[src/common/lsu_pkg.sv]
//////////////////////////////////////////////////
// LSU package
// Widths, load/store opcodes and the command
// word handed from the decoder to the LSU
//////////////////////////////////////////////////

package lsu_pkg;

  //////////////////////////////////////////////////
  // Widths
  //////////////////////////////////////////////////
  localparam int DATA_WIDTH     = 32;  // XLEN, also address width
  localparam int REG_ADDR_WIDTH = 5;   // x0..x31

  //////////////////////////////////////////////////
  // Opcodes
  //////////////////////////////////////////////////
  typedef enum logic [2:0] {
    LSU_LOAD_BYTE        = 3'd0,  // LB
    LSU_LOAD_HALF_WORD   = 3'd1,  // LH
    LSU_LOAD_WORD        = 3'd2,  // LW
    LSU_LOAD_BYTE_U      = 3'd3,  // LBU
    LSU_LOAD_HALF_WORD_U = 3'd4,  // LHU
    LSU_STORE_BYTE       = 3'd5,  // SB
    LSU_STORE_HALF_WORD  = 3'd6,  // SH
    LSU_STORE_WORD       = 3'd7   // SW
  } lsu_ctrl_e;

  // One command, 72 bits
  typedef struct packed {
    lsu_ctrl_e                 cmd;
    logic [DATA_WIDTH-1:0]     addr;     // Effective address
    logic [DATA_WIDTH-1:0]     data;     // Store data
    logic [REG_ADDR_WIDTH-1:0] regdest;  // Load target register
  } lsu_cmd_t;

  // Store opcodes write memory, all others read
  function automatic logic is_store(lsu_ctrl_e op);
    return op inside {LSU_STORE_BYTE, LSU_STORE_HALF_WORD, LSU_STORE_WORD};
  endfunction

  // Word sized access, must sit on a 4-byte boundary
  function automatic logic is_word(lsu_ctrl_e op);
    return op inside {LSU_LOAD_WORD, LSU_STORE_WORD};
  endfunction

  // Half-word access, 2-byte boundary
  function automatic logic is_half(lsu_ctrl_e op);
    return op inside {LSU_LOAD_HALF_WORD, LSU_LOAD_HALF_WORD_U, LSU_STORE_HALF_WORD};
  endfunction

endpackage
[src/lsu/lsu_align.sv]
//////////////////////////////////////////////////
// LSU alignment
// Request side: alignment check, byte lane
// steering and strobes. Response side: byte or
// half-word pick and sign/zero extension
//////////////////////////////////////////////////

`timescale 1ns/1ps

module lsu_align (
  // Request side
  input  lsu_pkg::lsu_cmd_t              cmd_i,
  output lsu_pkg::lsu_cmd_t              cmd_o,
  output logic [3:0]                     strobe_o,
  output logic                           misaligned_load_o,
  output logic                           misaligned_store_o,
  // Response side
  input  logic [lsu_pkg::DATA_WIDTH-1:0] rsp_word_i,
  input  lsu_pkg::lsu_ctrl_e             rsp_cmd_i,
  input  logic [1:0]                     rsp_offset_i,
  output logic [lsu_pkg::DATA_WIDTH-1:0] rf_data_o
);
  import lsu_pkg::*;

  logic [1:0]            req_offset;
  logic                  req_misaligned;
  logic [DATA_WIDTH-1:0] rsp_shifted;

  //////////////////////////////////////////////////
  // Request side
  //////////////////////////////////////////////////
  always_comb begin
    req_offset = cmd_i.addr[1:0];

    // Word on 4 bytes, half on 2, bytes anywhere
    req_misaligned = (is_word(cmd_i.cmd) && (req_offset != 2'b00))
                  || (is_half(cmd_i.cmd) && req_offset[0]);
    misaligned_load_o  = req_misaligned && !is_store(cmd_i.cmd);
    misaligned_store_o = req_misaligned &&  is_store(cmd_i.cmd);

    // Store data moves up into its lanes
    cmd_o      = cmd_i;
    cmd_o.data = cmd_i.data << {req_offset, 3'b000};

    case (cmd_i.cmd)
      LSU_STORE_BYTE:      strobe_o = 4'b0001 << req_offset;
      LSU_STORE_HALF_WORD: strobe_o = 4'b0011 << req_offset;
      default:             strobe_o = 4'b1111;  // Word store and all loads
    endcase
  end

  //////////////////////////////////////////////////
  // Response side
  //////////////////////////////////////////////////
  always_comb begin
    // Addressed lane down to bit 0
    rsp_shifted = rsp_word_i >> {rsp_offset_i, 3'b000};

    case (rsp_cmd_i)
      LSU_LOAD_BYTE: begin
        rf_data_o = {{(DATA_WIDTH-8){rsp_shifted[7]}}, rsp_shifted[7:0]};
      end
      LSU_LOAD_BYTE_U: begin
        rf_data_o = {{(DATA_WIDTH-8){1'b0}}, rsp_shifted[7:0]};
      end
      LSU_LOAD_HALF_WORD: begin
        rf_data_o = {{(DATA_WIDTH-16){rsp_shifted[15]}}, rsp_shifted[15:0]};
      end
      LSU_LOAD_HALF_WORD_U: begin
        rf_data_o = {{(DATA_WIDTH-16){1'b0}}, rsp_shifted[15:0]};
      end
      default: rf_data_o = rsp_word_i;  // LW, stores never write back
    endcase
  end

endmodule

[config.mk]
export PLATFORM = sky130hd
export DESIGN_NAME = lsu_align
export DESIGN_NICKNAME = d
export VERILOG_FILES = /design/src/common/lsu_pkg.sv /design/src/lsu/lsu_align.sv
export SDC_FILE = /design/constraint.sdc
export NUM_CORES = 1
export LEC_CHECK = 0
export BUFFER_PORTS_ARGS = -buffer_cell sky130_fd_sc_hd__buf_2
export CORE_AREA = 2 2 85 87
export DETAILED_ROUTE_END_ITERATION = 8
export DIE_AREA = 0 0 87 89
export PLACE_DENSITY = 0.72
export SLEW_MARGIN = 20
export SYNTH_ARGS = -nofsm -noshare
export SYNTH_HDL_FRONTEND = slang
export SYNTH_SLANG_ARGS = --single-unit
export TNS_END_PERCENT = 100
[constraint.sdc]
create_clock -name vclk -period 3
set_clock_uncertainty 0.15 [all_clocks]
set_input_delay 0.6 -clock vclk [all_inputs]
set_output_delay 0.6 -clock vclk [all_outputs]
set_load 0.02 [all_outputs]
Word-level counts from Yosys, hierarchy flattened. Index checks and enable logic that the tools add are counted.

Bits in registers: 0. Output and inout bits: 110. Logic and storage cells: 26.

Reduce and logical (&&, ||, !) cells: 11. Muxes and demuxes: 2. Equality and inequality tests: 9. Shift-type cells: 4.

Operators by type and width (number): 32-bit one-hot mux with 4 select lines (1); 32-bit by 5-bit << shifter with 32-bit output (1); 32-bit by 5-bit >> shifter with 16-bit output (1); 3-bit == test, second input constant (5); 4-bit one-hot mux with 2 select lines (1); 3-bit by 1-bit == test with 1-bit output, second input constant (2); 3-bit by 2-bit == test with 1-bit output, second input constant (2); 3-bit nonzero test (2); 1-bit logical AND (4); 2-bit nonzero test (2); 1-bit by 2-bit << shifter with 4-bit output, first input constant (1); 2-bit by 2-bit << shifter with 4-bit output, first input constant (1); 3-bit zero test (1); 1-bit zero test (1); 1-bit logical OR (1).

Longest topological paths before layout.
Depth in word-level cells: 5. Gate-level depth with buffers: 6. Depth with buffers taken out: 4.

Least setup slack after synthesis. No wires, ideal clock.

Path kind: input -> output. From: in rsp_offset_i[1]. To: out rf_data_o[10] in the netlist's numbering. Setup slack: 0.153 ns. Buffers on the path: 2. Stages on the path: 6. Data arrival time: 2.097 ns. Data required time: 2.250 ns. Cells stage by stage: buf_2 buf_4 nor4b_2 nand2_1 o2111a_1 nor3_1.

Cells in the longest elaborated chain, start to end: 2.

RTL lines: start: declaration (line lsu_align.sv:20) `input logic [1:0] rsp_offset_i,`; 32-bit by 5-bit >> shifter with 16-bit output (line lsu_align.sv:57) `rsp_shifted = rsp_word_i >> {rsp_offset_i, 3'b000};`; 32-bit one-hot mux with 4 select lines (line lsu_align.sv:59) `case (rsp_cmd_i)`; end: declaration (line lsu_align.sv:21) `output logic [lsu_pkg::DATA_WIDTH-1:0] rf_data_o`.

No other way between the ends.

Worst setup path in the final report.
From: in rsp_offset_i[0]. To: out rf_data_o[29] in the netlist's numbering.

Same word-level chain as after synthesis.

==> impl_summary.md <==
Placed design
The final estimated routing congestion in global placement is 0.825. During placement, the flow inserted port buffers numbering 149. The total placed cells including tap cells is 490. The estimated wirelength of the detail-placed design is 5470 µm.

Layout
The layout net count is 521. The layout has 0 clock buffers. The count of placed standard cells in the final layout, fillers left out is 490. The sequential cell count is 0. Registers take 0 µm². The area growth from synthesis to layout is 32.1%.

The count of inserted antenna diode cells is 0. The post-route netlist has 44.4% of its cells at a drive strength greater than 1.

Synthesis
After synthesis, the largest area contributor takes up 16.7% of total cell area. For this run, the number of Yosys warnings is 0. The synthesized instance count is 303. By area the synthesized netlist is led by sky130_fd_sc_hd__buf_4 17%, sky130_fd_sc_hd__nand2_1 13%, sky130_fd_sc_hd__mux2i_1 11%, sky130_fd_sc_hd__a21oi_1 6.5%, sky130_fd_sc_hd__nor2_1 6.1%.

By count the netlist is led by 66 x sky130_fd_sc_hd__nand2_1, 41 x sky130_fd_sc_hd__buf_4, 30 x sky130_fd_sc_hd__nor2_1, 24 x sky130_fd_sc_hd__a21oi_1, 21 x sky130_fd_sc_hd__mux2i_1. The post-synth net total is 412. The cell taking the most area after synthesis is sky130_fd_sc_hd__buf_4. The area of the mapped netlist is 0.00184 mm².

The number of different library cells in the post-synthesis netlist is 35. The share of the yosys chip area belonging to registers is 0%. The post-synthesis average cell area is 6.08 µm².

The cell with the most instances after synthesis is sky130_fd_sc_hd__nand2_1.

Drt
The routed via count is 2500. The detailed router finished its first iteration with 69 violations. The first detailed-routing pass ran for 4 iterations. The ratio of routed vias to standard cells is 5.10.

In the routed design, unresolved DRC markers number 0. In this run the remaining antenna-violating nets after routing total 0. The average routed wire per standard cell is 13.5 µm. The sum of routed wire length over all layers is 6590 µm.

Floorplan
Measured along the y axis, the die boundary spans 89 µm. The initial cell density of the core is 27.4%. The core region area is 0.00672 mm². The die area is 0.00774 mm². The die boundary width is 87 µm. For this design the top-level I/O count stands at 219.

In this run the core area contains 30 standard-cell rows.

Timing
Setup repair after global routing left no endpoint under its margin. The final setup violation count is 0. The slew at the pin closest to its max-slew limit is 0.491 ns.

In this run the tightest slew margin relative to its limit is 67.0%. The worst path in the final design needs a cycle of 2.86 ns, including I/O delays and setup. Across all hold checks on the routed design, the worst slack comes to 1.05 ns. Dividing the final minimum period by the clock period gives 95.4%.

The count of pins over their slew limit came to 0. Based on the critical path, the design can be clocked at up to 349 MHz. The final count of hold timing violations is 0. The total negative slack is 0 ns.

Critical path
The data arrival time at the worst-slack endpoint is 2.11 ns. The cell repeated most along the worst path is sky130_fd_sc_hd__buf_2. The timing startpoint of the critical path is rsp_offset_i[0]. The library cell contributing the largest single delay on the critical path is sky130_fd_sc_hd__mux4_2. Along the worst path, the maximum fanout reaches 16. STA classifies the critical path startpoint as a primary input. The count of buffering cells on the critical path with inverters included is 2. The last element of the critical path is rf_data_o[29]. STA puts the critical path data required time at 2.25 ns.

The critical path runs through a total of 6 cells. For this run, the slowest stage of the critical path takes 0.53 ns. The classification of the worst setup path is primary input to output pin. Walking the worst path, the cells encountered are buf_2, mux4_2, and3b_4, a31oi_4, nand2_1, buf_2. On the critical path the largest part of the delay comes from multiplexers. The endpoint kind of the worst setup timing path is an output pin.

Pwr
Summed over all nets, the switching power comes to 0.301 mW. The power density over the cells is 203 mW/mm². The internal power component is 0.194 mW.

The switching share of total power is 60.8%. The total leakage power is 1.34 nW. In this run, the clock network consumes 0% of the power. The worst-case IR drop observed on VDD is 104 µV.

The total power of the final layout is 0.495 mW. The combinational share of power is 100.0%. The register share of total power is 0%.

Global routing
The met3 layer usage reported by global route is 2.31%. Global routing used 30.7% of the available met2 tracks. The total routing resource utilization after global routing is 15.3%. In this run the most used layer during global routing was met2. The via count of the first global-routing pass is 2239.

The number of antenna violations at the first check in global routing is 0. The total overflow left after global routing is 0. Entering global routing, the biggest net connects 38 pins.

For met1 alone, demand over resource in global routing was 17.3%. The wire length of the first global-routing pass is 9960 µm.

CTS
Buffers added to address setup during post-CTS repair amount to 0. In this run, post-CTS hold repair placed 0 buffers. Once the clock tree was built, the resizer swapped 0 gates to a different size.

Hold path
The type of the tightest min-delay check is primary input to output pin.

Run status
The run finished with clean final reports.

Run
The number of maximum-capacitance constraint violations is 0.
-- power groups by stage --
stage | clock network, mW | logic [mW] | registers (mW)
after detailed placement | 0 | 0.494 | 0
after floorplan | 0 | 0.374 | 0
after global placement | 0 | 0.487 | 0
final | 0 | 0.495 | 0
after global routing | 0 | 0.539 | 0
after CTS | 0 | 0.496 | 0
-- through the flow --
step           area, µm²  setup slack (ns)  util, %
3_3_place_gp        2430             0.187     36.2
3_5_place_dp        2430             0.126     36.2
4_1_cts             2430             0.130     36.2
6_report            2430             0.138     36.2
5_1_grt             2430            0.0199     36.2
2_1_floorplan       1840             0.153        -
-- cell families after synthesis --
group	share of synthesized area, %
compound gates	28.9
buf+inv	22.3
mux	15.1
simple gates	33.7
-- layout make-up --
type,instances,area (µm²)
fillers,738,4280
inverters,2,7.51
multi-input cells,239,1430
well taps,80,100
repair buffers,169,896
-- cells in the final DEF (no fill, tap or decap), types with 3 or more instances in the layout --
cell type	netlist	final
sky130_fd_sc_hd__a31oi_1	3	3
sky130_fd_sc_hd__o2111a_1	4	4
sky130_fd_sc_hd__a21oi_1	24	24
sky130_fd_sc_hd__o21ai_0	14	14
sky130_fd_sc_hd__nor2_1	30	30
sky130_fd_sc_hd__a211oi_1	8	8
sky130_fd_sc_hd__o2bb2ai_1	4	4
sky130_fd_sc_hd__a22o_1	3	3
sky130_fd_sc_hd__nor2b_1	14	14
sky130_fd_sc_hd__mux2_2	4	4
sky130_fd_sc_hd__o221a_2	4	4
sky130_fd_sc_hd__mux2i_1	21	21
sky130_fd_sc_hd__buf_4	41	20
sky130_fd_sc_hd__and2_1	8	8
sky130_fd_sc_hd__buf_2	2	149
sky130_fd_sc_hd__a221oi_1	3	3
sky130_fd_sc_hd__nor3_1	9	9
sky130_fd_sc_hd__a22oi_1	3	3
sky130_fd_sc_hd__nand2_1	66	66
sky130_fd_sc_hd__nand2b_1	4	4
-- worst min path at each step --
stage / startpoint / cells past startpoint / to / slack [ns]
final: cmd_i[1] / 0 / cmd_o[1] / 1.05
after global placement: cmd_i[2] / 0 / cmd_o[2] / 1.05
after global routing: cmd_i[42] / 0 / cmd_o[42] / 1.05
after CTS: cmd_i[2] / 0 / cmd_o[2] / 1.05
after detailed placement: cmd_i[2] / 0 / cmd_o[2] / 1.05
after floorplan: cmd_i[0] / 1 / cmd_o[0] / 1.16
-- per-layer routing --
layer  vias up  part of all wire (%)
met5         -                     0
met3         9                    10
li1       1236                     -
met1      1099                    39
met4         0                   1.1
met2       156                    50
(Power assumes the default switching activity.)
