<file path="src/common/lsu_pkg.sv">
//////////////////////////////////////////////////
// LSU package
// Widths, load/store opcodes and the command
// word handed from the decoder to the LSU
//////////////////////////////////////////////////

package lsu_pkg;

  //////////////////////////////////////////////////
  // Widths
  //////////////////////////////////////////////////
  localparam int DATA_WIDTH     = 32;  // XLEN, also address width
  localparam int REG_ADDR_WIDTH = 5;   // x0..x31

  //////////////////////////////////////////////////
  // Opcodes
  //////////////////////////////////////////////////
  typedef enum logic [2:0] {
    LSU_LOAD_BYTE        = 3'd0,  // LB
    LSU_LOAD_HALF_WORD   = 3'd1,  // LH
    LSU_LOAD_WORD        = 3'd2,  // LW
    LSU_LOAD_BYTE_U      = 3'd3,  // LBU
    LSU_LOAD_HALF_WORD_U = 3'd4,  // LHU
    LSU_STORE_BYTE       = 3'd5,  // SB
    LSU_STORE_HALF_WORD  = 3'd6,  // SH
    LSU_STORE_WORD       = 3'd7   // SW
  } lsu_ctrl_e;

  // One command, 72 bits
  typedef struct packed {
    lsu_ctrl_e                 cmd;
    logic [DATA_WIDTH-1:0]     addr;     // Effective address
    logic [DATA_WIDTH-1:0]     data;     // Store data
    logic [REG_ADDR_WIDTH-1:0] regdest;  // Load target register
  } lsu_cmd_t;

  // Store opcodes write memory, all others read
  function automatic logic is_store(lsu_ctrl_e op);
    return op inside {LSU_STORE_BYTE, LSU_STORE_HALF_WORD, LSU_STORE_WORD};
  endfunction

  // Word sized access, must sit on a 4-byte boundary
  function automatic logic is_word(lsu_ctrl_e op);
    return op inside {LSU_LOAD_WORD, LSU_STORE_WORD};
  endfunction

  // Half-word access, 2-byte boundary
  function automatic logic is_half(lsu_ctrl_e op);
    return op inside {LSU_LOAD_HALF_WORD, LSU_LOAD_HALF_WORD_U, LSU_STORE_HALF_WORD};
  endfunction

endpackage
</file>
<file path="src/common/mem_bus_pkg.sv">
//////////////////////////////////////////////////
// Data memory bus package
// Request/response words of the LSU to RAM bus
// and the size of the data RAM
//////////////////////////////////////////////////

package mem_bus_pkg;
  import lsu_pkg::*;

  // RAM geometry
  localparam int RAM_WORDS       = 256;
  localparam int RAM_INDEX_WIDTH = $clog2(RAM_WORDS);
  localparam logic [DATA_WIDTH-1:0] RAM_BYTES = DATA_WIDTH'(4 * RAM_WORDS);  // First bad addr

  // Request, 69 bits
  typedef struct packed {
    logic [DATA_WIDTH-1:0] addr;
    logic [DATA_WIDTH-1:0] data;    // Already lane aligned
    logic [3:0]            strobe;  // One bit per byte lane
    logic                  write;
  } data_req_t;

  // Response, 33 bits
  typedef struct packed {
    logic [DATA_WIDTH-1:0] data;   // Raw word, zero on store or error
    logic                  error;  // Address out of range
  } data_rsp_t;

endpackage

</file>
<file path="src/lsu/lsu_core.sv">
//////////////////////////////////////////////////
// LSU core
// Two entry skid buffer in front of the data bus,
// one request in flight, response capture and
// write-back / exception pulses
//////////////////////////////////////////////////

`timescale 1ns/1ps

module lsu_core (
  input  logic                               clk_i,
  input  logic                               rstn_i,
  // Command side, already aligned
  input  logic                               lsu_valid_i,
  output logic                               lsu_ready_o,
  input  lsu_pkg::lsu_cmd_t                  cmd_i,
  input  logic [3:0]                         strobe_i,
  input  logic                               misaligned_load_i,
  input  logic                               misaligned_store_i,
  // Data memory bus
  output mem_bus_pkg::data_req_t             req_o,
  output logic                               req_valid_o,
  input  logic                               req_ready_i,
  input  mem_bus_pkg::data_rsp_t             rsp_i,
  input  logic                               rsp_valid_i,
  output logic                               rsp_ready_o,
  // Raw response to the alignment block
  output logic [lsu_pkg::DATA_WIDTH-1:0]     rsp_word_o,
  output lsu_pkg::lsu_ctrl_e                 rsp_cmd_o,
  output logic [1:0]                         rsp_offset_o,
  // Register file
  output logic                               rf_wb_o,
  output logic [lsu_pkg::REG_ADDR_WIDTH-1:0] rf_dest_o,
  // Core controller
  output logic                               ctrl_misaligned_load_o,
  output logic                               ctrl_misaligned_store_o,
  output logic                               ctrl_bus_error_o,
  output logic [lsu_pkg::DATA_WIDTH-1:0]     ctrl_exception_addr_o
);
  import lsu_pkg::*;

  // Buffer slot, command plus its strobe
  typedef struct packed {
    lsu_cmd_t   cmd;
    logic [3:0] strobe;
  } skid_entry_t;

  // What the bus is working on
  typedef struct packed {
    lsu_ctrl_e                 cmd;
    logic [DATA_WIDTH-1:0]     addr;
    logic [REG_ADDR_WIDTH-1:0] regdest;
  } issue_rec_t;

  typedef enum logic [1:0] {
    eEMPTY,  // Nothing held
    eBUSY,   // Output buffer on the bus
    eFULL    // Output on the bus, input buffer waiting
  } lsu_fsm_e;

  lsu_fsm_e    state, state_next;
  skid_entry_t ibuf_q, obuf_q, in_entry, sel_entry;
  issue_rec_t  issued_q;
  logic [DATA_WIDTH-1:0] rsp_word_q;
  logic        req_issued_q;  // Output buffer already sent
  logic        load, flow, fill, unload, flush;
  logic        ibuf_en, obuf_en, use_buffered;
  logic        lsu_fire, mis_fire, buf_fire, req_fire, rsp_fire;

  //////////////////////////////////////////////////
  // Handshakes
  //////////////////////////////////////////////////
  assign lsu_fire = lsu_valid_i && lsu_ready_o;
  assign mis_fire = lsu_fire && (misaligned_load_i || misaligned_store_i);
  assign buf_fire = lsu_fire && !mis_fire;  // Only aligned ones enter the buffers
  assign req_fire = req_valid_o && req_ready_i;
  assign rsp_fire = rsp_valid_i && rsp_ready_o;

  //////////////////////////////////////////////////
  // Skid buffer
  //////////////////////////////////////////////////
  assign in_entry  = '{cmd: cmd_i, strobe: strobe_i};
  assign sel_entry = use_buffered ? ibuf_q : in_entry;

  always_ff @(posedge clk_i) begin
    if (ibuf_en) ibuf_q <= in_entry;
    if (obuf_en) obuf_q <= sel_entry;
  end

  always_ff @(posedge clk_i) begin
    if (!rstn_i) begin
      lsu_ready_o <= 1'b0;
      rsp_ready_o <= 1'b0;
    end else begin
      lsu_ready_o <= (state_next != eFULL);
      rsp_ready_o <= (state_next != eEMPTY);  // Only while something is out
    end
  end

  //////////////////////////////////////////////////
  // Bus request
  //////////////////////////////////////////////////
  assign req_valid_o  = (state != eEMPTY) && !req_issued_q;
  assign req_o.addr   = obuf_q.cmd.addr;
  assign req_o.data   = obuf_q.cmd.data;
  assign req_o.strobe = obuf_q.strobe;
  assign req_o.write  = is_store(obuf_q.cmd.cmd);

  // Keeps the same entry from going out twice
  always_ff @(posedge clk_i) begin
    if (!rstn_i)                req_issued_q <= 1'b0;
    else if (obuf_en || unload) req_issued_q <= 1'b0;  // New entry or drained
    else if (req_fire)          req_issued_q <= 1'b1;
  end

  always_ff @(posedge clk_i) begin
    if (req_fire) begin
      issued_q.cmd     <= obuf_q.cmd.cmd;
      issued_q.addr    <= obuf_q.cmd.addr;
      issued_q.regdest <= obuf_q.cmd.regdest;
    end
    if (rsp_fire) rsp_word_q <= rsp_i.data;
  end

  //////////////////////////////////////////////////
  // Write-back and exceptions
  //////////////////////////////////////////////////
  assign rsp_word_o   = rsp_word_q;
  assign rsp_cmd_o    = issued_q.cmd;
  assign rsp_offset_o = issued_q.addr[1:0];
  assign rf_dest_o    = issued_q.regdest;  // Stable until the next request fires

  always_ff @(posedge clk_i) begin
    if (!rstn_i) begin
      rf_wb_o                 <= 1'b0;
      ctrl_bus_error_o        <= 1'b0;
      ctrl_misaligned_load_o  <= 1'b0;
      ctrl_misaligned_store_o <= 1'b0;
      ctrl_exception_addr_o   <= '0;
    end else begin
      rf_wb_o                 <= rsp_fire && !rsp_i.error && !is_store(issued_q.cmd);
      ctrl_bus_error_o        <= rsp_fire && rsp_i.error;
      ctrl_misaligned_load_o  <= lsu_fire && misaligned_load_i;
      ctrl_misaligned_store_o <= lsu_fire && misaligned_store_i;
      if (rsp_fire && rsp_i.error) begin
        ctrl_exception_addr_o <= issued_q.addr;  // Older access wins
      end else if (mis_fire) begin
        ctrl_exception_addr_o <= cmd_i.addr;
      end
    end
  end

  //////////////////////////////////////////////////
  // FSM
  //////////////////////////////////////////////////
  always_comb begin
    load   = (state == eEMPTY) &&  buf_fire;
    flow   = (state == eBUSY)  &&  buf_fire &&  rsp_fire;
    fill   = (state == eBUSY)  &&  buf_fire && !rsp_fire;
    unload = (state == eBUSY)  && !buf_fire &&  rsp_fire;
    flush  = (state == eFULL)  && !buf_fire &&  rsp_fire;
  end

  always_comb begin
    obuf_en      = load || flow || flush;
    ibuf_en      = fill;
    use_buffered = flush;  // Drain the skid slot first
  end

  always_comb begin
    state_next = state;
    if (load || flow || flush) state_next = eBUSY;
    if (fill)                  state_next = eFULL;
    if (unload)                state_next = eEMPTY;
  end

  always_ff @(posedge clk_i) begin
    if (!rstn_i) state <= eEMPTY;
    else         state <= state_next;
  end

endmodule

</file>
<file path="config.mk">
export PLATFORM = sky130hd
export DESIGN_NAME = lsu_core
export DESIGN_NICKNAME = d
export VERILOG_FILES = /design/src/common/lsu_pkg.sv /design/src/common/mem_bus_pkg.sv /design/src/lsu/lsu_core.sv
export SDC_FILE = /design/constraint.sdc
export NUM_CORES = 1
export LEC_CHECK = 0
export CAP_MARGIN = 10
export CORE_MARGIN = 4
export CORE_UTILIZATION = 25
export DETAILED_ROUTE_END_ITERATION = 10
export DONT_BUFFER_PORTS = 1
export HOLD_SLACK_MARGIN = 0.08
export SLEW_MARGIN = 20
export SYNTH_ARGS = -nofsm -noshare
export SYNTH_HDL_FRONTEND = slang
export SYNTH_SLANG_ARGS = --single-unit
</file>
<file path="constraint.sdc">
create_clock -name clk_i -period 2.75 [get_ports clk_i]
set_input_delay 0.55 -clock clk_i [delete_from_list [all_inputs] [get_ports clk_i]]
set_output_delay 0.55 -clock clk_i [all_outputs]
set_load 0.02 [all_outputs]
</file>
=== Yosys cells after proc, flatten, opt, wreduce, memory -nomap -nowiden ===
Cells that the tools add are included.

* Eq/ne operators: 9
* Muxes and demuxes: 6
* Bitwise logic cells: 1
* Reduce and logical (&&, ||, !) cells: 36

{| class="wikitable"
|+ Operators by type and width
! operator !! count
|-
| $mux 76 || 1
|-
| $mux 32 || 2
|-
| $logic_and 1x1->1 || 19
|-
| $eq 3x3->1 const B || 6
|-
| $logic_not 1->1 || 6
|-
| $mux 2 || 3
|-
| $reduce_bool 2->1 || 3
|-
| $reduce_bool 3->1 || 2
|-
| $logic_or 1x1->1 || 4
|-
| $eq 2x1->1 const B || 1
|-
| $eq 2x2->1 const B || 1
|-
| $logic_not 2->1 || 1
|-
| $ne 2x2->1 const B || 1
|-
| $reduce_or 2->1 || 1
|-
| $not 1->1 || 1
|}

* Register bits: 265
* Bits of input ports: 116
* Output and inout bits: 150
* Logic and storage cells: 75

=== Depth between registers and ports, before layout ===
Gate-level depths: netlist of the first run.

* Word-level depth: 12
* Gate-level depth with buffers: 5
* Gate-level depth less buffers: 4

=== Worst setup path before layout of the first run ===
Ideal clock, no wire load.

* Path type: in2reg
* From: input misaligned_load_i
* To: register ibuf_q[0] in the netlist's numbering (enable)
* Setup time: 0.430 ns
* Data arrival time: 2.511 ns
* Data required time: 2.320 ns
* Slack: -0.191 ns
* Stages on the path: 3
* Buffers on the path: 0
* Cells stage by stage: and4bb_2 -> nand3_1 -> inv_1

* Longest elaborated chain between the ends: 6

{| class="wikitable"
|+ RTL lines
! what !! line !! RTL
|-
| from (decl) || lsu_core.sv:18 || <nowiki>input logic misaligned_load_i,</nowiki>
|-
| $logic_or 1x1->1 || lsu_core.sv:74 || <nowiki>assign mis_fire = lsu_fire && (misaligned_load_i || misaligned_store_i);</nowiki>
|-
| $logic_and 1x1->1 || lsu_core.sv:74 ||
|-
| $logic_not 1->1 || lsu_core.sv:75 || <nowiki>assign buf_fire = lsu_fire && !mis_fire;</nowiki>
|-
| $logic_and 1x1->1 || lsu_core.sv:75 ||
|-
| $logic_and 1x1->1 (2 in series) || lsu_core.sv:159 || <nowiki>fill = (state == eBUSY) && buf_fire && !rsp_fire;</nowiki>
|-
| to (signal assigned) || lsu_core.sv:86 || <nowiki>if (ibuf_en) ibuf_q <= in_entry;</nowiki>
|-
| to (decl) || lsu_core.sv:62 || <nowiki>skid_entry_t ibuf_q, obuf_q, in_entry, sel_entry;</nowiki>
|}

Every way passes these cells.
A chain may end at the register's enable or synchronous reset.

=== Worst setup path in the final report of the first run ===
* From: register state[0]
* To: register ibuf_q[22] in the netlist's numbering (enable)

* Longest elaborated chain between the ends: 3

{| class="wikitable"
|+ RTL lines
! what !! line !! RTL
|-
| from (decl) || lsu_core.sv:61 || <nowiki>lsu_fsm_e state, state_next;</nowiki>
|-
| from (signal assigned) || lsu_core.sv:178 || <nowiki>if (!rstn_i) state <= eEMPTY;</nowiki>
|-
| from (signal assigned) || lsu_core.sv:179 || <nowiki>else state <= state_next;</nowiki>
|-
| $eq 2x1->1 || lsu_core.sv:159 ||
|-
| $logic_and 1x1->1 (2 in series) || lsu_core.sv:159 ||
|}

Every way passes these cells.

==> flow_metrics.tcl, run 1 <==
set metrics [dict create \
    status "complete, no violations" \
    syn_area_per_cell_um2 17.4 \
    area_growth_pct 21.7 \
    fp.dieH_um 208 \
    synthXorXnorAreaFrac 0 \
    synth.most_common_cell "edfxtp_1" \
    ir_drop_mv 0.407 \
    leakage_uw 0.00405 \
    grt.total_usage 0.101 \
    skew_ns 0.0198 \
    diodes 0 \
    synth_top_area_frac 0.673 \
    htreeDepth 1 \
    hp-class "in2reg" \
    insertion_delay_ns 0.55 \
    antenna_found_initial 0 \
    criticalPathCategory "reg2reg" \
    drive_gt1_frac 0.195 \
    post-place-ws_ns 0.464 \
    synthSimpleGateAreaFrac 0.0128 \
    synth.distinct_cells 32 \
    synth_top_flop_cell "edfxtp_1" \
    synth-compound-area-share 0.0426 \
    vias 4948 \
    drt_iter0_drc 244 \
    start_util 0.256 \
    maxClockFrequency_mhz 444 \
    ys_ff_latch 265 \
    drv_slew 0 \
    drt-pass1-iter-count 4 \
    grt_overflow_total 0 \
    ys_async_sr_fraction 0 \
    synthTopCellsByCount "edfxtp_1 (224), buf_4 (79), mux2_2 (58)" \
    num_rows 72 \
    wl_per_cell_um 19.9 \
    cts_buffers 29 \
    gp_routability_congestion 0.705 \
    cp.arrival_ns 2.48 \
    clk_pin_slew_ns 0.06 \
    synth_top_cell_by_area "edfxtp_1" \
    dp_hpwl_um 14400 \
    synth_nets 691 \
    r2r_start "state[0]$_SDFF_PN0_" \
    core_mm2 0.0391 \
    relSlewSlack 0.528 \
    die_w_um 208 \
    setup_viol 0 \
    synth_top_family_by_area "multiplexers" \
    portBuffers 0 \
    final-hold-violation-count 0 \
    p_per_area_mw_per_mm2 696 \
    yosys-top-cells-area "edfxtp_1 (67%), dfxtp_1 (8.2%), mux2_2 (6.5%)" \
    power.total_uw 8460 \
    rsz0062_at_grt "false" \
    synth_edf_count 224 \
    min_period_ns 2.25 \
    synthAdderAreaFrac 0 \
    worst_slew_pin_slew_ns 0.708 \
    ys_warn_count 0 \
    drv_cap 0 \
    drc 0 \
    crit_required_ns 2.98 \
    cts-root-buf "clkbuf_16" \
    grt_pass1_wl_um 34300 \
    setup_tns_ns 0 \
    crit_path_start_kind "flop" \
    worst_setup_path_end_kind "flop" \
    fin_nets 748 \
    cts_buffer_depth 3 \
    fin_ws_ns 0.499 \
    dieArea_mm2 0.0432 \
    cts_tree "built" \
    ant_nets 0 \
    whs_ns 0.136 \
    synth.area.mux_share 0.118 \
    seq_area_frac_synth 0.755 \
    grt_max_degree 66 \
    syn-cell-area_mm2 0.00999 \
    cts_sinks 265 \
    multi_input_area_mm2 0.00174 \
    synthCells 575 \
    hold_path.startpoint "rstn_i" \
    crit_start "state[0]$_SDFF_PN0_" \
    cts_repair_resize_count 0 \
    drt_wl_total_um 23300 \
    io_pins 266 \
    first_global_vias 5150 \
    critPathMaxFanout 27 \
    fill_cells 3805 \
    seqCellArea_mm2 0.00755 \
    period_share 0.819 \
    drt-vias-per-instance 4.22 \
]
path summary, 6_finish.rpt:
| kind | endpoint | slack (ns) | depth (start not counted) |
|---|---|---|---|
| max | ibuf_q[22]$_DFFE_PN_ | 0.50 | 4 |
| min | ctrl_exception_addr_o[27]$_SDFFE_PN0P_ | 0.14 | 2 |
| max reg2reg | ibuf_q[22]$_DFFE_PN_ | 0.50 | 4 |
| min reg2reg | rf_dest_o[1]$_DFFE_PP_ | 0.42 | 0 |
area by class of cell:
cell class                 instances  area share
clock buffer                      36      0.0618
sequential                       265       0.621
multi-input combinational        205       0.143
timing repair buffer             127       0.108
clock inverter                    18      0.0111
tap                              518      0.0533
inverter                           4     0.00154
layer usage:
layer	wire, µm	vias up	global-route usage
met5	0	-	0
met4	513	0	0.0297
met3	2730	36	0.0490
met2	10500	240	0.159
met1	9540	2455	0.125
li1	-	2217	-
logic make-up (layout without fill, tap and decap cells):
family                 Yosys count  after routing
flip-flops                     265            265
buffers and inverters          105            185
multiplexers                   108            108
AO/OA/AOI/OAI                   79             79
AND/OR/NAND/NOR                 18             18
worst max-delay path: stages (launching register included):
cell	delay, ns
dfxtp_1	0.54
a21boi_0	0.39
nand3_1	0.27
clkinvlp_4	0.44
buf_12	0.25
registers in the layout, indices dropped and copies added, names as in the netlist:
signal	count
ctrl_misaligned_store_o	1
rsp_offset_o	2
state	2
rsp_word_o	32
issued_q	30
ibuf_q	76
ctrl_misaligned_load_o	1
obuf_q	8
lsu_ready_o	1
rsp_cmd_o	3
rf_dest_o	5
rf_wb_o	1
req_issued_q	1
ctrl_bus_error_o	1
rsp_ready_o	1
ctrl_exception_addr_o	32
req_o	68
per-stage QoR:
stage / instances / area (µm²) / utilization
final: 1173 / 12200 / 0.311
after global routing: 1173 / 12200 / 0.311
after CTS: 1173 / 12200 / 0.311
after detailed placement: 1010 / 10200 / 0.260
after global placement: 1010 / 10200 / 0.260
after floorplan: 575 / 10000 / -
where the power goes:
part	internal, µW	total [µW]	switching, µW
clock	2050	3620	1580
sequential	4420	4530	107
combinational	190	307	117
total	6660	8460	1800
timing repair:
item	in CTS	in global routing
buffers inserted	0	0
hold buffers	109	0
endpoints found under the hold margin	109	0
cells in the final DEF, fill, tap and decap left out, types with 3 or more instances in the layout:
master,count
a21oi_1,35
buf_12,7
buf_4,11
clkbuf_1,7
clkbuf_16,29
clkinv_1,3
clkinv_2,7
clkinv_4,3
clkinvlp_4,3
dfxtp_1,41
dlygate4sd3_1,109
edfxtp_1,224
mux2_1,18
mux2_2,58
mux2i_1,32
nand2_1,4
nand3_1,3
o21ai_0,34
(Power assumes the default switching activity.)
==> run 2, diff against run 1 <==
ABC_AREA = 1   (was unset)
clock period = 2.15 ns   (was 2.75 ns; I/O delays follow)
==> flow_metrics.tcl, run 2 <==
set metrics [dict create \
    syn-cell-area_mm2 0.0101 \
    synth_top_area_frac 0.669 \
    r2r_start "lsu_ready_o$_SDFF_PN0_" \
    core_mm2 0.0397 \
    drt_iter0_drc 335 \
    synth.area.mux_share 0.0877 \
    drv_slew 0 \
    wl_per_cell_um 19.3 \
    rr_endpoint "ibuf_q[15]$_DFFE_PN_" \
    rsz0062_at_grt "false" \
    synth_edf_count 224 \
    final_cell_mix "edfxtp_1 (224), dlygate4sd3_1 (115), mux2_2 (69), nand2_1 (68), dfxtp_1 (40)" \
    drt-pass1-iter-count 4 \
    drt_wl_total_um 23900 \
    synthXorXnorAreaFrac 0 \
    fin_cells 1237 \
    min_period_ns 1.89 \
    synthTopCellsByCount "edfxtp_1 (224), buf_4 (78), mux2_2 (69)" \
    cts_buffer_depth 3 \
    maxClockFrequency_mhz 528 \
    num_rows 73 \
    synth.distinct_cells 31 \
    synth.most_common_cell "edfxtp_1" \
    ys_async_sr_fraction 0 \
    insertion_delay_ns 0.56 \
    crit_required_ns 1.72 \
    seq_area_frac_synth 0.750 \
    regMostFlops "ibuf_q" \
    cts-root-buf "clkbuf_16" \
    synth_top_family_by_area "multiplexers" \
    reg2reg_slack_ns 0.38 \
    synth_top_flop_cell "edfxtp_1" \
    grt_max_degree 42 \
    status "complete, no violations" \
    grt.total_usage 0.105 \
    cts_buffers 30 \
    drv_cap 0 \
    fin_nets 801 \
    dp_hpwl_um 15600 \
    critPathMaxFanout 5 \
    io_pins 266 \
    cp.arrival_ns 1.46 \
    min_path_cells 2 \
    clk_pin_slew_ns 0.06 \
    synth_top_cell_by_area "edfxtp_1" \
    cts_sinks 265 \
    synth-compound-area-share 0.0287 \
    whs_endpoint "req_issued_q$_SDFFE_PP0P_" \
    dp_cells 1063 \
    gp_routability_congestion 0.750 \
    first_global_vias 5342 \
    r2r_cells 7 \
    antenna_found_initial 4 \
    postCtsSetupBuffers 0 \
    start_util 0.253 \
    synthCells 622 \
    ys_warn_count 0 \
    relSlewSlack 0.578 \
    period_share 0.881 \
    final-hold-violation-count 0 \
    ir_drop_mv 0.571 \
    layout_commonest_cell "edfxtp_1" \
    area_growth_pct 24.1 \
    skew_ns 0.00954 \
    crit_path_start_kind "flop" \
    htreeDepth 1 \
    yosys-top-cells-area "edfxtp_1 (67%), dfxtp_1 (8.2%), mux2_2 (7.7%)" \
    synthSimpleGateAreaFrac 0.0552 \
    p_per_area_mw_per_mm2 911 \
    vias 5141 \
    setup_viol 0 \
    worst_slew_pin_slew_ns 0.633 \
    ys_ff_latch 265 \
    drive_gt1_frac 0.227 \
    portBuffers 0 \
    synth_nets 738 \
    hold_path.startpoint "rstn_i" \
    grt_overflow_total 0 \
    synthAdderAreaFrac 0 \
    die_w_um 209 \
    power.total_uw 11400 \
    ant_nets 0 \
    drc 0 \
    grt_pass1_wl_um 35400 \
    cts_tree "built" \
    worst_setup_path_end_kind "output pin" \
    leakage_uw 0.00414 \
    drt-vias-per-instance 4.16 \
    criticalPathCategory "reg2out" \
    fp.dieH_um 209 \
    dieArea_mm2 0.0435 \
    hp-class "in2reg" \
    syn_area_per_cell_um2 16.2 \
    largest_reg_flops 76 \
]
-- run 2: cell types whose count changed after synthesis, sizes merged, moves of 3 or more --
cell,previous run,this run
a21oi,35,3
o21ai,34,5
nand3,4,35
o211a,0,3
buf,89,97
nor2,2,10
inv,4,12
mux2i,32,0
clkbuf,12,5
a31oi,1,26
nand2,4,74
-- run 2: cell type report --
type | count | area [µm²]
Antenna cell | 3 | 7.51
Clock buffer | 35 | 801
Clock inverter | 21 | 195
Fill cell | 3867 | 27300
Inverter | 13 | 55.1
Multi-Input combinational cell | 242 | 1760
Sequential cell | 265 | 7550
Tap cell | 525 | 657
Timing Repair Buffer | 133 | 1450
-- run 2: how the worst max path moves through the flow --
| stage | from | to | slack [ns] |
|---|---|---|---|
| floorplan | lsu_valid_i | ibuf_q[0]$_DFFE_PN_ | -0.18 |
| global placement | misaligned_store_i | req_o[13]$_DFFE_PP_ | 0.36 |
| detailed placement | misaligned_store_i | ibuf_q[15]$_DFFE_PN_ | 0.33 |
| CTS | state[1]$_SDFF_PN0_ | req_valid_o | 0.23 |
| global route | state[1]$_SDFF_PN0_ | req_valid_o | 0.17 |
| finish | state[1]$_SDFF_PN0_ | req_valid_o | 0.26 |
-- run 2: what timing repair did --
item	in CTS	in global routing
endpoints found under the hold margin	220	0
hold buffers	115	0
gates resized for setup	0	0
-- run 2: kinds of logic after synthesis --
family	Yosys count
AND/OR/NAND/NOR	123
AO/OA/AOI/OAI	43
flip-flops	265
buffers and inverters	115
multiplexers	76
-- run 2: metrics by stage --
stage | worst slack, ns | cell area [µm²] | util | TNS [ns] | hold slack, ns
final | 0.256 | 12500 | 0.314 | 0 | 0.129
after global routing | 0.171 | 12500 | 0.314 | 0 | 0.100
after CTS | 0.233 | 12500 | 0.314 | 0 | 0.0809
after detailed placement | 0.334 | 10300 | 0.260 | 0 | 0.407
after global placement | 0.358 | 10300 | 0.260 | 0 | 0.402
after floorplan | -0.185 | 10100 | - | -14.04 | 0.400
-- run 2: critical path, cell delays in order (launching register included) --
cell	delay [ns]
dfxtp_1	0.42
nor2_1	0.12
nor2_1	0.37
-- run 2: power breakdown --
group | switching [µW] | total, µW | internal [µW]
clock | 2090 | 5110 | 3020
sequential | 141 | 5800 | 5660
combinational | 203 | 456 | 253
total | 2430 | 11400 | 8930
-- run 2: routing by layer --
layer / share of wire / GRT usage / up-vias / wire length (µm)
met5: 0.00059 / 0 / - / 14
met4: 0.024 / 0.0308 / 2 / 578
met3: 0.10 / 0.0476 / 44 / 2430
met2: 0.47 / 0.169 / 200 / 11200
met1: 0.40 / 0.127 / 2540 / 9630
li1: - / - / 2355 / -
